==> config.mk <==
export PLATFORM = sky130hd
export DESIGN_NAME = display_top
export DESIGN_NICKNAME = d
export VERILOG_FILES = /design/src/verilog/display_pkg.sv /design/src/verilog/uart_tx.sv /design/src/verilog/dec_formatter.sv /design/src/verilog/matrix_walker.sv /design/src/verilog/display_ctrl.sv /design/src/verilog/display_top.sv
export VERILOG_INCLUDE_DIRS = /design/src /design/src/include
export SDC_FILE = /design/constraint.sdc
export NUM_CORES = 1
export LEC_CHECK = 0
export ABC_AREA = 1
export CAP_MARGIN = 30
export CELL_PAD_IN_SITES_DETAIL_PLACEMENT = 1
export CELL_PAD_IN_SITES_GLOBAL_PLACEMENT = 1
export CORE_MARGIN = 2
export CORE_UTILIZATION = 40
export DETAILED_ROUTE_END_ITERATION = 16
export DONT_BUFFER_PORTS = 1
export PLACE_DENSITY = 0.8
export SETUP_SLACK_MARGIN = 0.02
export SLEW_MARGIN = 5
export SYNTH_ARGS = -nofsm -noshare
export SYNTH_HDL_FRONTEND = slang
export SYNTH_SLANG_ARGS = --single-unit
==> constraint.sdc <==
create_clock -name clk -period 23.1 [get_ports clk]
set_input_delay 6.93 -clock clk [delete_from_list [all_inputs] [get_ports clk]]
set_output_delay 6.93 -clock clk [all_outputs]
set_load 0.02 [all_outputs]
==> src/include/display_consts.svh <==
`ifndef DISPLAY_CONSTS_SVH
`define DISPLAY_CONSTS_SVH

// ====================
// ascii codes
// ====================
`define DISP_ASC_SPACE 8'd32
`define DISP_ASC_CR 8'd13
`define DISP_ASC_LF 8'd10
`define DISP_ASC_ZERO 8'd48

// ====================
// text layout
// ====================
`define DISP_COL_WIDTH 10   // padded width of one matrix element
`define DISP_MAX_DIGITS 10  // widest 32-bit decimal

// uart bit period in clocks
`define DISP_CLKS_PER_BIT 8

`endif

==> src/verilog/display_pkg.sv <==
`default_nettype none

package display_pkg;

    // storage data word, also matrix dims and scalar value
    typedef logic [31:0] word_t;

    // storage address
    typedef logic [8:0] addr_t;

    // one ascii character on the serial line
    typedef logic [7:0] char_t;

    // display commands, other codes finish without output
    typedef enum logic [2:0] {
        MODE_MATRIX = 3'd0,
        MODE_SCALAR = 3'd4
    } disp_mode_t;

endpackage

`default_nettype wire

==> src/verilog/uart_tx.sv <==
`default_nettype none

`include "display_consts.svh"

module uart_tx
    import display_pkg::*;
#(
    parameter int CLKS_PER_BIT = `DISP_CLKS_PER_BIT
) (
    input  logic  clk,
    input  logic  rst_n,
    input  logic  i_tx_en,
    input  char_t i_tx_data,
    output logic  o_tx,
    output logic  o_ready
);

    localparam int CNT_W = (CLKS_PER_BIT > 1) ? $clog2(CLKS_PER_BIT) : 1;

    logic [9:0]       shift_q;   // stop, data lsb first, start
    logic [CNT_W-1:0] clk_cnt_q;
    logic [3:0]       bit_cnt_q;
    logic             busy_q;

    always_ff @(posedge clk or negedge rst_n) begin
        if (!rst_n) begin
            shift_q   <= '1;
            clk_cnt_q <= '0;
            bit_cnt_q <= '0;
            busy_q    <= 1'b0;
        end else if (!busy_q) begin
            if (i_tx_en) begin
                shift_q   <= {1'b1, i_tx_data, 1'b0};
                clk_cnt_q <= '0;
                bit_cnt_q <= '0;
                busy_q    <= 1'b1;
            end
        end else if (clk_cnt_q == CNT_W'(CLKS_PER_BIT - 1)) begin
            clk_cnt_q <= '0;
            shift_q   <= {1'b1, shift_q[9:1]};  // refill with idle level
            if (bit_cnt_q == 4'd9) begin
                busy_q <= 1'b0;                 // stop bit done
            end else begin
                bit_cnt_q <= bit_cnt_q + 4'd1;
            end
        end else begin
            clk_cnt_q <= clk_cnt_q + 1'b1;
        end
    end

    assign o_tx = shift_q[0];

    // a strobe in flight already counts as busy
    assign o_ready = ~busy_q & ~i_tx_en;

endmodule

`default_nettype wire

==> src/verilog/dec_formatter.sv <==
`default_nettype none

`include "display_consts.svh"

module dec_formatter
    import display_pkg::*;
(
    input  logic  clk,
    input  logic  rst_n,
    input  logic  i_start,
    input  word_t i_value,
    input  logic  i_pad_en,
    input  logic  i_tx_ready,
    output char_t o_char,
    output logic  o_char_en,
    output logic  o_done
);

    localparam int PTR_W = $clog2(`DISP_MAX_DIGITS);

    typedef enum logic [2:0] {
        F_IDLE,
        F_CONVERT,
        F_SEND,
        F_PAD,
        F_FINISH
    } fmt_state_t;

    fmt_state_t       state_q;
    char_t            dig_buf [`DISP_MAX_DIGITS];  // least significant digit at 0
    logic [PTR_W-1:0] ptr_q;
    word_t            work_q;
    logic [3:0]       out_cnt_q;                   // chars sent for this value
    logic             pad_q;
    char_t            char_q;
    logic             char_en_q;

    always_ff @(posedge clk) begin
        if (state_q == F_CONVERT) begin
            dig_buf[ptr_q] <= char_t'(work_q % 32'd10) + `DISP_ASC_ZERO;
        end
    end

    always_ff @(posedge clk or negedge rst_n) begin
        if (!rst_n) begin
            state_q   <= F_IDLE;
            ptr_q     <= '0;
            work_q    <= '0;
            out_cnt_q <= '0;
            pad_q     <= 1'b0;
            char_q    <= `DISP_ASC_SPACE;
            char_en_q <= 1'b0;
        end else begin
            char_en_q <= 1'b0;
            case (state_q)
                F_IDLE: begin
                    if (i_start) begin
                        work_q    <= i_value;
                        ptr_q     <= '0;
                        out_cnt_q <= '0;
                        pad_q     <= i_pad_en;
                        state_q   <= F_CONVERT;
                    end
                end
                // one digit per clock
                F_CONVERT: begin
                    if (work_q < 32'd10) begin
                        state_q <= F_SEND;
                    end else begin
                        work_q <= work_q / 32'd10;
                        ptr_q  <= ptr_q + 1'b1;
                    end
                end
                // play back msd first
                F_SEND: begin
                    if (i_tx_ready) begin
                        char_q    <= dig_buf[ptr_q];
                        char_en_q <= 1'b1;
                        out_cnt_q <= out_cnt_q + 4'd1;
                        if (ptr_q == '0) begin
                            state_q <= F_PAD;
                        end else begin
                            ptr_q <= ptr_q - 1'b1;
                        end
                    end
                end
                F_PAD: begin
                    if (pad_q && out_cnt_q < 4'(`DISP_COL_WIDTH)) begin
                        if (i_tx_ready) begin
                            char_q    <= `DISP_ASC_SPACE;
                            char_en_q <= 1'b1;
                            out_cnt_q <= out_cnt_q + 4'd1;
                        end
                    end else begin
                        state_q <= F_FINISH;
                    end
                end
                default: state_q <= F_IDLE;  // finish lasts one cycle
            endcase
        end
    end

    assign o_char    = char_q;
    assign o_char_en = char_en_q;
    assign o_done    = (state_q == F_FINISH);

endmodule

`default_nettype wire

==> src/verilog/matrix_walker.sv <==
`default_nettype none

module matrix_walker
    import display_pkg::*;
(
    input  logic  clk,
    input  logic  rst_n,
    input  logic  i_load,
    input  logic  i_advance,
    input  addr_t i_base_addr,
    input  word_t i_n,
    input  word_t i_m,
    output addr_t o_addr,
    output logic  o_last_col,
    output logic  o_last_row
);

    word_t row_q;
    word_t col_q;
    word_t row_d;
    word_t col_d;
    addr_t addr_q;

    assign o_last_col = (col_q == i_n - 32'd1);
    assign o_last_row = (row_q == i_m - 32'd1);

    // next position, row major
    always_comb begin
        row_d = row_q;
        col_d = col_q;
        if (i_load) begin
            row_d = '0;
            col_d = '0;
        end else if (i_advance) begin
            if (o_last_col) begin
                col_d = '0;
                row_d = row_q + 32'd1;
            end else begin
                col_d = col_q + 32'd1;
            end
        end
    end

    always_ff @(posedge clk or negedge rst_n) begin
        if (!rst_n) begin
            row_q  <= '0;
            col_q  <= '0;
            addr_q <= '0;
        end else if (i_load || i_advance) begin
            row_q  <= row_d;
            col_q  <= col_d;
            addr_q <= i_base_addr + addr_t'(row_d * i_n + col_d);  // base + row*n + col
        end
    end

    assign o_addr = addr_q;

endmodule

`default_nettype wire

==> src/verilog/display_ctrl.sv <==
`default_nettype none

`include "display_consts.svh"

module display_ctrl
    import display_pkg::*;
(
    input  logic       clk,
    input  logic       rst_n,
    input  logic       i_en_display,
    input  disp_mode_t i_disp_mode,
    input  word_t      i_scalar,
    input  word_t      i_rdata,
    input  logic       i_tx_ready,
    input  logic       i_last_col,
    input  logic       i_last_row,
    input  char_t      i_fmt_char,
    input  logic       i_fmt_char_en,
    input  logic       i_fmt_done,
    output logic       o_walk_load,
    output logic       o_walk_advance,
    output logic       o_fmt_start,
    output word_t      o_fmt_value,
    output logic       o_fmt_pad_en,
    output logic       o_tx_en,
    output char_t      o_tx_data,
    output logic       o_disp_done
);

    typedef enum logic [3:0] {
        S_IDLE, S_INIT, S_PRE_CR, S_PRE_LF, S_FETCH_WAIT, S_SAMPLE, S_FORMAT,
        S_SEP, S_ROW_CR, S_ROW_LF, S_SCALAR_FMT, S_SCALAR_CR, S_SCALAR_LF, S_DONE
    } ctrl_state_t;

    ctrl_state_t state_q;
    ctrl_state_t state_d;
    logic        punct_en;
    char_t       punct_chr;
    logic        load_d;
    logic        adv_d;
    logic        start_d;
    logic        wait_q;      // second fetch wait cycle
    logic        tx_en_q;
    char_t       tx_data_q;
    logic        load_q;
    logic        adv_q;
    logic        start_q;
    word_t       fmt_value_q;
    logic        fmt_pad_q;
    logic        fmt_active;

    // ====================
    // next state
    // ====================
    always_comb begin
        state_d   = state_q;
        punct_en  = 1'b0;
        punct_chr = `DISP_ASC_SPACE;
        load_d    = 1'b0;
        adv_d     = 1'b0;
        start_d   = 1'b0;
        case (state_q)
            S_IDLE: if (i_en_display) state_d = S_INIT;
            S_INIT: begin
                case (i_disp_mode)
                    MODE_MATRIX: state_d = S_PRE_CR;
                    MODE_SCALAR: begin
                        start_d = 1'b1;
                        state_d = S_SCALAR_FMT;
                    end
                    default: state_d = S_DONE;  // nothing to print
                endcase
            end
            S_PRE_CR: begin
                if (i_tx_ready) begin
                    punct_en  = 1'b1;
                    punct_chr = `DISP_ASC_CR;
                    state_d   = S_PRE_LF;
                end
            end
            S_PRE_LF: begin
                if (i_tx_ready) begin
                    punct_en  = 1'b1;
                    punct_chr = `DISP_ASC_LF;
                    load_d    = 1'b1;           // walker back to row 0, col 0
                    state_d   = S_FETCH_WAIT;
                end
            end
            S_FETCH_WAIT: if (wait_q) state_d = S_SAMPLE;
            S_SAMPLE: begin
                start_d = 1'b1;
                state_d = S_FORMAT;
            end
            S_FORMAT: if (i_fmt_done) state_d = S_SEP;
            S_SEP: begin
                if (i_last_col) begin
                    state_d = S_ROW_CR;
                end else if (i_tx_ready) begin
                    punct_en = 1'b1;
                    adv_d    = 1'b1;
                    state_d  = S_FETCH_WAIT;
                end
            end
            S_ROW_CR: begin
                if (i_tx_ready) begin
                    punct_en  = 1'b1;
                    punct_chr = `DISP_ASC_CR;
                    state_d   = S_ROW_LF;
                end
            end
            S_ROW_LF: begin
                if (i_tx_ready) begin
                    punct_en  = 1'b1;
                    punct_chr = `DISP_ASC_LF;
                    adv_d     = ~i_last_row;
                    state_d   = i_last_row ? S_DONE : S_FETCH_WAIT;
                end
            end
            S_SCALAR_FMT: if (i_fmt_done) state_d = S_SCALAR_CR;
            S_SCALAR_CR: begin
                if (i_tx_ready) begin
                    punct_en  = 1'b1;
                    punct_chr = `DISP_ASC_CR;
                    state_d   = S_SCALAR_LF;
                end
            end
            S_SCALAR_LF: begin
                if (i_tx_ready) begin
                    punct_en  = 1'b1;
                    punct_chr = `DISP_ASC_LF;
                    state_d   = S_DONE;
                end
            end
            S_DONE: if (!i_en_display) state_d = S_IDLE;  // wait for enable to drop
            default: state_d = S_IDLE;
        endcase
    end

    // ====================
    // registers
    // ====================
    always_ff @(posedge clk or negedge rst_n) begin
        if (!rst_n) begin
            state_q <= S_IDLE;
            wait_q  <= 1'b0;
            tx_en_q <= 1'b0;
            load_q  <= 1'b0;
            adv_q   <= 1'b0;
            start_q <= 1'b0;
        end else begin
            state_q <= state_d;
            wait_q  <= (state_q == S_FETCH_WAIT) ? ~wait_q : 1'b0;
            tx_en_q <= punct_en;
            load_q  <= load_d;
            adv_q   <= adv_d;
            start_q <= start_d;
        end
    end

    // one element in flight
    always_ff @(posedge clk) begin
        if (punct_en) tx_data_q <= punct_chr;
        if (state_q == S_INIT) begin
            fmt_value_q <= i_scalar;
            fmt_pad_q   <= 1'b0;
        end else if (state_q == S_SAMPLE) begin
            fmt_value_q <= i_rdata;
            fmt_pad_q   <= 1'b1;
        end
    end

    // formatter owns the uart while a number is printed
    assign fmt_active = (state_q == S_FORMAT) || (state_q == S_SCALAR_FMT);

    assign o_tx_en        = fmt_active ? i_fmt_char_en : tx_en_q;
    assign o_tx_data      = fmt_active ? i_fmt_char : tx_data_q;
    assign o_walk_load    = load_q;
    assign o_walk_advance = adv_q;
    assign o_fmt_start    = start_q;
    assign o_fmt_value    = fmt_value_q;
    assign o_fmt_pad_en   = fmt_pad_q;
    assign o_disp_done    = (state_q == S_DONE);

endmodule

`default_nettype wire

==> src/verilog/display_top.sv <==
`default_nettype none

module display_top
    import display_pkg::*;
(
    input  logic       clk,
    input  logic       rst_n,
    input  logic       i_en_display,
    input  disp_mode_t i_disp_mode,
    input  word_t      i_disp_m,
    input  word_t      i_disp_n,
    input  addr_t      i_disp_base_addr,
    input  word_t      i_storage_rdata,
    output addr_t      o_storage_addr,
    output logic       o_uart_tx,
    output logic       o_disp_done
);

    logic  walk_load;
    logic  walk_advance;
    logic  last_col;
    logic  last_row;
    logic  fmt_start;
    word_t fmt_value;
    logic  fmt_pad_en;
    char_t fmt_char;
    logic  fmt_char_en;
    logic  fmt_done;
    logic  tx_en;
    char_t tx_data;
    logic  tx_ready;

    display_ctrl u_display_ctrl (
        .clk            (clk),
        .rst_n          (rst_n),
        .i_en_display   (i_en_display),
        .i_disp_mode    (i_disp_mode),
        .i_scalar       (i_disp_m),          // scalar rides on the row count
        .i_rdata        (i_storage_rdata),
        .i_tx_ready     (tx_ready),
        .i_last_col     (last_col),
        .i_last_row     (last_row),
        .i_fmt_char     (fmt_char),
        .i_fmt_char_en  (fmt_char_en),
        .i_fmt_done     (fmt_done),
        .o_walk_load    (walk_load),
        .o_walk_advance (walk_advance),
        .o_fmt_start    (fmt_start),
        .o_fmt_value    (fmt_value),
        .o_fmt_pad_en   (fmt_pad_en),
        .o_tx_en        (tx_en),
        .o_tx_data      (tx_data),
        .o_disp_done    (o_disp_done)
    );

    matrix_walker u_matrix_walker (
        .clk         (clk),
        .rst_n       (rst_n),
        .i_load      (walk_load),
        .i_advance   (walk_advance),
        .i_base_addr (i_disp_base_addr),
        .i_n         (i_disp_n),
        .i_m         (i_disp_m),
        .o_addr      (o_storage_addr),
        .o_last_col  (last_col),
        .o_last_row  (last_row)
    );

    dec_formatter u_dec_formatter (
        .clk        (clk),
        .rst_n      (rst_n),
        .i_start    (fmt_start),
        .i_value    (fmt_value),
        .i_pad_en   (fmt_pad_en),
        .i_tx_ready (tx_ready),
        .o_char     (fmt_char),
        .o_char_en  (fmt_char_en),
        .o_done     (fmt_done)
    );

    uart_tx u_uart_tx (
        .clk       (clk),
        .rst_n     (rst_n),
        .i_tx_en   (tx_en),
        .i_tx_data (tx_data),
        .o_tx      (o_uart_tx),
        .o_ready   (tx_ready)
    );

endmodule

`default_nettype wire

# Word-level counts from Yosys, hierarchy flattened
# Memories as Yosys holds them, arrays and structs flattened.
# Index checks and enable logic that the tools add are counted.
# classes
n_addsub	12
mul	1
n_div	2
order_cmp	2
eq_ne	43
mux	76
bitwise	5
n_reduce_logical	25
# ops
op	n
$mux 32	10
$mux 4	23
$add 32x1->32 const B	2
$eq 32x32->1	2
$pmux 32 s2	1
$sub 32x1->32 const B	2
$pmux 4 s14	1
$ne 2x2->1 const B	18
$div 32x4->32 const B	1
$lt 32x4->1 const B	1
$mod 32x4->32 const B	1
$mul 32x32->9	1
$mux 8	4
$pmux 8 s2	2
$mux 10	3
$eq 4x4->1 const B	7
$mux 3	8
$pmux 4 s3	2
$add 9x9->9	2
$eq 4x3->1 const B	4
$mux 1	14
$add 4x1->4 const B	3
$mux 6	2
$pmux 3 s4	1
other kinds (27)	51
# totals
regBits	194
mem_bits_rw	80
inputBits	111
out_inout_bits	11
elab_cells	190
mem_count	1
# mem_list
memory	words	width	read_ports	rd_ports_with_merged_regs	write_ports	line	source
u_dec_formatter.dig_buf	10	8	1	0	1	dec_formatter.sv:30	char_t dig_buf [`DISP_MAX_DIGITS];

# Logic depth before layout (Yosys ltp)
# depth
depth_word	8
depth_mapped	136
ltp_nobuf	135

# Hierarchy
# A second synthesis with hierarchy kept.
# hier_totals
cells_unflattened	2647
hier_area_um2	20290.7
# modules_own_cells
module	instances	cells_per_inst	area_per_inst_um2	seq_area_each_um2
matrix_walker	1	1312	8682.1	1826.8
dec_formatter	1	1025	8310.5	3729.8
display_ctrl	1	210	2417.3	1326.3
uart_tx	1	100	880.8	436.7

# Worst setup path before layout
# OpenSTA, ideal clock, no wires.
# synth_timing
kind	input-to-reg
startpoint	input port i_disp_n[2]
endpoint	register u_matrix_walker.addr_q[8], in the netlist u_matrix_walker.o_addr[8]
setup_time_ps	136
t_arrival_ps	14761
required_ps	22964
slack_ps	8203
path_stages	47
n_path_buf	1
path_cell_list	clkbuf_1 -> nor2_1 -> nand3_1 -> nor4_1 -> nand2_1 -> nor2_1 -> nand2_1 -> nor3_1 -> nand2_1 -> inv_1 -> nand2_1 -> nor3_1 -> nand2_1 -> nor2_1 -> inv_1 -> nor2_1 -> nand2_1 -> nor2_1 -> [... 11 more ...] -> fa_1 -> inv_1 -> fa_1 -> ha_1 -> inv_1 -> fa_1 -> inv_1 -> fa_1 -> ha_1 -> a21oi_1 -> o31ai_1 -> inv_1 -> nor2_1 -> or2_2 -> a21oi_1 -> xor2_1 -> xor2_1 -> o21ai_0
# synth_between
elab_chain_cells	8
word_cells_on_any_way	11
cone_classes	add/sub (3); mul (1); eq/ne (1); mux (6)
# synth_lines
element	line	source
start: declaration	display_top.sv:11	input word_t i_disp_n,
$sub 32x1->32	matrix_walker.sv:24	assign o_last_col = (col_q == i_n - 32'd1);
$eq 32x32->1	matrix_walker.sv:24	
$mux 32	matrix_walker.sv:35	if (o_last_col) begin
$mux 32	matrix_walker.sv:34	end else if (i_advance) begin
$mux 32	matrix_walker.sv:31	if (i_load) begin
$mul 32x32->9	matrix_walker.sv:52	addr_q <= i_base_addr + addr_t'(row_d * i_n + col_d);
$add 9x9->9 (*) (2 in series)	matrix_walker.sv:52	
end signal: assignment	matrix_walker.sv:52	
end: declaration	matrix_walker.sv:22	addr_t addr_q;
# Mark *: on every way between the ends. The rest lies on a longest branch, timed or not.
# A chain may end at the register's enable or synchronous reset.

# Worst setup path after layout
# layout_timing
startpoint	input port i_disp_n[3]
endpoint	register u_matrix_walker.addr_q[8], in the netlist u_matrix_walker.o_addr[8]
# The elaborated chain is that of the path after synthesis.

==> impl_metrics.json <==
{
  "outcome": "completed",
  "fin_crit_ns": 15.47,
  "via_count": 16300,
  "antennaDiodeCount": 0,
  "synth.most_common_cell": "nand2_1",
  "r2r-start": "u_dec_formatter.work_q[31]",
  "yosys.area.top_type": "dfrtp_1",
  "cts_setup_buffers": 0,
  "synth_top_area_frac": 0.190,
  "grtUsageTotal": 0.228,
  "root_buffer": "clkbuf_16",
  "async_flop_share": 0.565,
  "drt_iter0_drc": 746,
  "finClkSkew_ns": 0.0271,
  "vdd_drop_max_v": 0.0000916,
  "clk_pin_slew_ns": 0.06,
  "met2_usage": 0.409,
  "tightestPinTransition_ns": 0.963,
  "grt.met1_usage": 0.276,
  "cts_resized": 0,
  "cts_max_level": 1,
  "p_leak_uw": 0.00969,
  "hpwl_um": 42100,
  "synth_commonest_cells": "nand2_1 (495), inv_1 (277), nor2_1 (235)",
  "max_freq_ghz": 0.0646,
  "yosysWarnings": 0,
  "rsz0062_at_grt": "false",
  "ctsHoldBuffers": 0,
  "core_area_um2": 46400,
  "ant_nets": 0,
  "synth_edf_count": 116,
  "syn-mean-instance-area_um2": 7.85,
  "pre_cts_slack_ns": 7.05,
  "start_kind": "input port",
  "crit_fanout": 10,
  "fin_tns_setup_ns": 0,
  "slew_headroom": 0.358,
  "nFillCells": 5587,
  "drt-pass1-iter-count": 5,
  "hold_path_class": "reg2reg",
  "pin_count": 122,
  "path_class": "in2reg",
  "syn_to_final_growth_pct": 10.0,
  "setup-violations-final": 0,
  "maxSlewViolCount": 0,
  "finalNetCount": 2583,
  "clock-sinks": 269,
  "reg2reg_setup_slack_ns": 11.49,
  "cellPowerDensity_nw_per_um2": 60.0,
  "yosys-top-cells-area": "dfrtp_1 (19%), edfxtp_1 (19%), nand2_1 (9.9%)",
  "critPathMaxStageDelay_ns": 0.54,
  "critical_path_arrival_ns": 15.92,
  "drive_above_1_share": 0.103,
  "cpMostUsedCell": "nand2_1",
  "numPortBuffers": 0,
  "synth_top_flop_cell": "dfrtp_1",
  "hold-path-cell-count": 1,
  "synthCells": 2384,
  "finalCritPeriodShare": 0.670,
  "cts_tree": "yes",
  "clock_path_buffers": 3,
  "die_width_um": 220,
  "holdPathEnd": "u_display_ctrl.wait_q",
  "wl_per_cell_um": 18.0,
  "total_power_uw": 1240,
  "r2r-end": "u_dec_formatter.dig_buf[6][3]",
  "worstHoldStart": "u_display_ctrl.wait_q",
  "grt_pass1_wl_um": 89600,
  "drv_cap": 0,
  "synth_area_um2": 18700,
  "start_util": 0.404,
  "antenna_found_initial": 1,
  "grt_remaining_overflow": 0,
  "wl_um": 54500,
  "met3_usage": 0.0416,
  "fin_ws_ns": 7.63,
  "fp-row-count": 79,
  "final-hold-violation-count": 0,
  "worst_setup_path_end_kind": "register",
  "ys_seq_area_frac": 0.391,
  "crit_required_ns": 23.54,
  "grt_pass1_vias": 17500,
  "gp_congestion": 0.948,
  "synth_seq_cells": 269,
  "synth_cell_type_count": 59,
  "cts_buffers": 30,
  "vias_per_cell": 5.37,
  "fp.dieH_um": 220,
  "clkLatencyLatePin_ns": 0.60,
  "die-area_um2": 48500,
  "grt_start_max_net_pins": 153,
  "drc": 0,
  "crit_slowest_cell": "fa_1",
  "grt-busiest-layer": "met2",
  "rr_worst_depth": 118
}
metal layers:
layer,part of all wire,vias up
li1,-,7905
met5,0,-
met4,0.032,0
met2,0.50,249
met3,0.044,107
met1,0.42,8047
sequential cells by signal, indices dropped and copies added (netlist names), 8 cells and up:
name,cells
u_dec_formatter.dig_buf,80
u_dec_formatter.o_char,8
u_dec_formatter.work_q,32
u_display_ctrl.o_fmt_value,32
u_matrix_walker.col_q,32
u_matrix_walker.o_addr,9
u_matrix_walker.row_q,32
u_uart_tx.shift_q,9
layout by cell type (no fill, tap or decap), types with 10 or more instances in the layout:
cell,netlist,layout
inv_1,277,277
nand2_1,495,495
conb_1,2,22
xnor2_1,37,37
nand2_2,70,70
nor2_1,235,233
inv_2,39,39
a21oi_1,27,27
a31oi_1,16,16
ha_1,37,37
nor4_1,27,27
dfstp_2,10,10
nand2_4,25,25
edfxtp_1,116,116
o21ai_0,124,124
o22ai_1,60,60
buf_4,0,14
nand3_2,21,21
clkinv_1,9,12
nor3_1,59,58
nand4_1,45,45
xor2_1,145,145
nand3_1,197,197
dfrtp_1,142,142
fa_1,31,31
clkbuf_16,0,30
a22oi_1,19,19
worst max-delay path by stage:
stage                     cells after the start  slack (ns)                   endpoint   startpoint
after floorplan                              47        8.20  u_matrix_walker.o_addr[8]  i_disp_n[2]
after global placement                       46        7.58  u_matrix_walker.o_addr[8]  i_disp_n[2]
after detailed placement                     46        7.05  u_matrix_walker.o_addr[8]  i_disp_n[3]
after CTS                                    46        7.56  u_matrix_walker.o_addr[8]  i_disp_n[3]
after global routing                         46        6.55  u_matrix_walker.o_addr[8]  i_disp_n[3]
final                                        46        7.63  u_matrix_walker.o_addr[8]  i_disp_n[3]
critical path, delay by kind of cell:
kind	cells	cell delay (ns)
buffers and inverters	8	0.66
AO/OA/AOI/OAI	4	0.52
XOR/XNOR	4	0.69
adder cells (fa/ha/maj)	6	2.66
AND/OR/NAND/NOR	24	4.45
per-stage QoR:
step	std cells	cell area, µm²	util	hold WS (ns)
6_report	3035	20600	0.444	0.444
5_1_grt	3035	20600	0.444	0.466
4_1_cts	3034	20600	0.444	0.452
3_5_place_dp	2978	19500	0.421	0.434
3_3_place_gp	2967	19400	0.419	0.414
2_1_floorplan	2404	18800	-	0.397
where the power goes:
part / internal (µW) / switching (µW)
Sequential: 542 / 13.4
Combinational: 52.4 / 111
Clock: 311 / 205
Total: 906 / 330
area by class of cell:
cell class | instances | area (µm²) | area share
inverter | 326 | 1220 | 0.0595
clock buffer | 38 | 791 | 0.0384
clock inverter | 18 | 272 | 0.0132
multi-input combinational | 1756 | 10100 | 0.488
timing repair buffer | 21 | 178 | 0.00863
tap | 607 | 759 | 0.0369
sequential | 269 | 7320 | 0.355
kinds of logic (layout without fill, tap and decap cells):
kind of cell | after synthesis | count (layout) | synth area share
compound gates | 292 | 292 | 0.0925
xor+xnor | 182 | 182 | 0.0851
fa+ha+maj | 68 | 68 | 0.0579
buf+inv | 379 | 403 | 0.0769
flops | 269 | 269 | 0.391
mux | 2 | 2 | 0.00114
other cells | 2 | 22 | 0.000401
simple gates | 1190 | 1190 | 0.295
No activity file was read; power rests on OpenSTA's default activity.
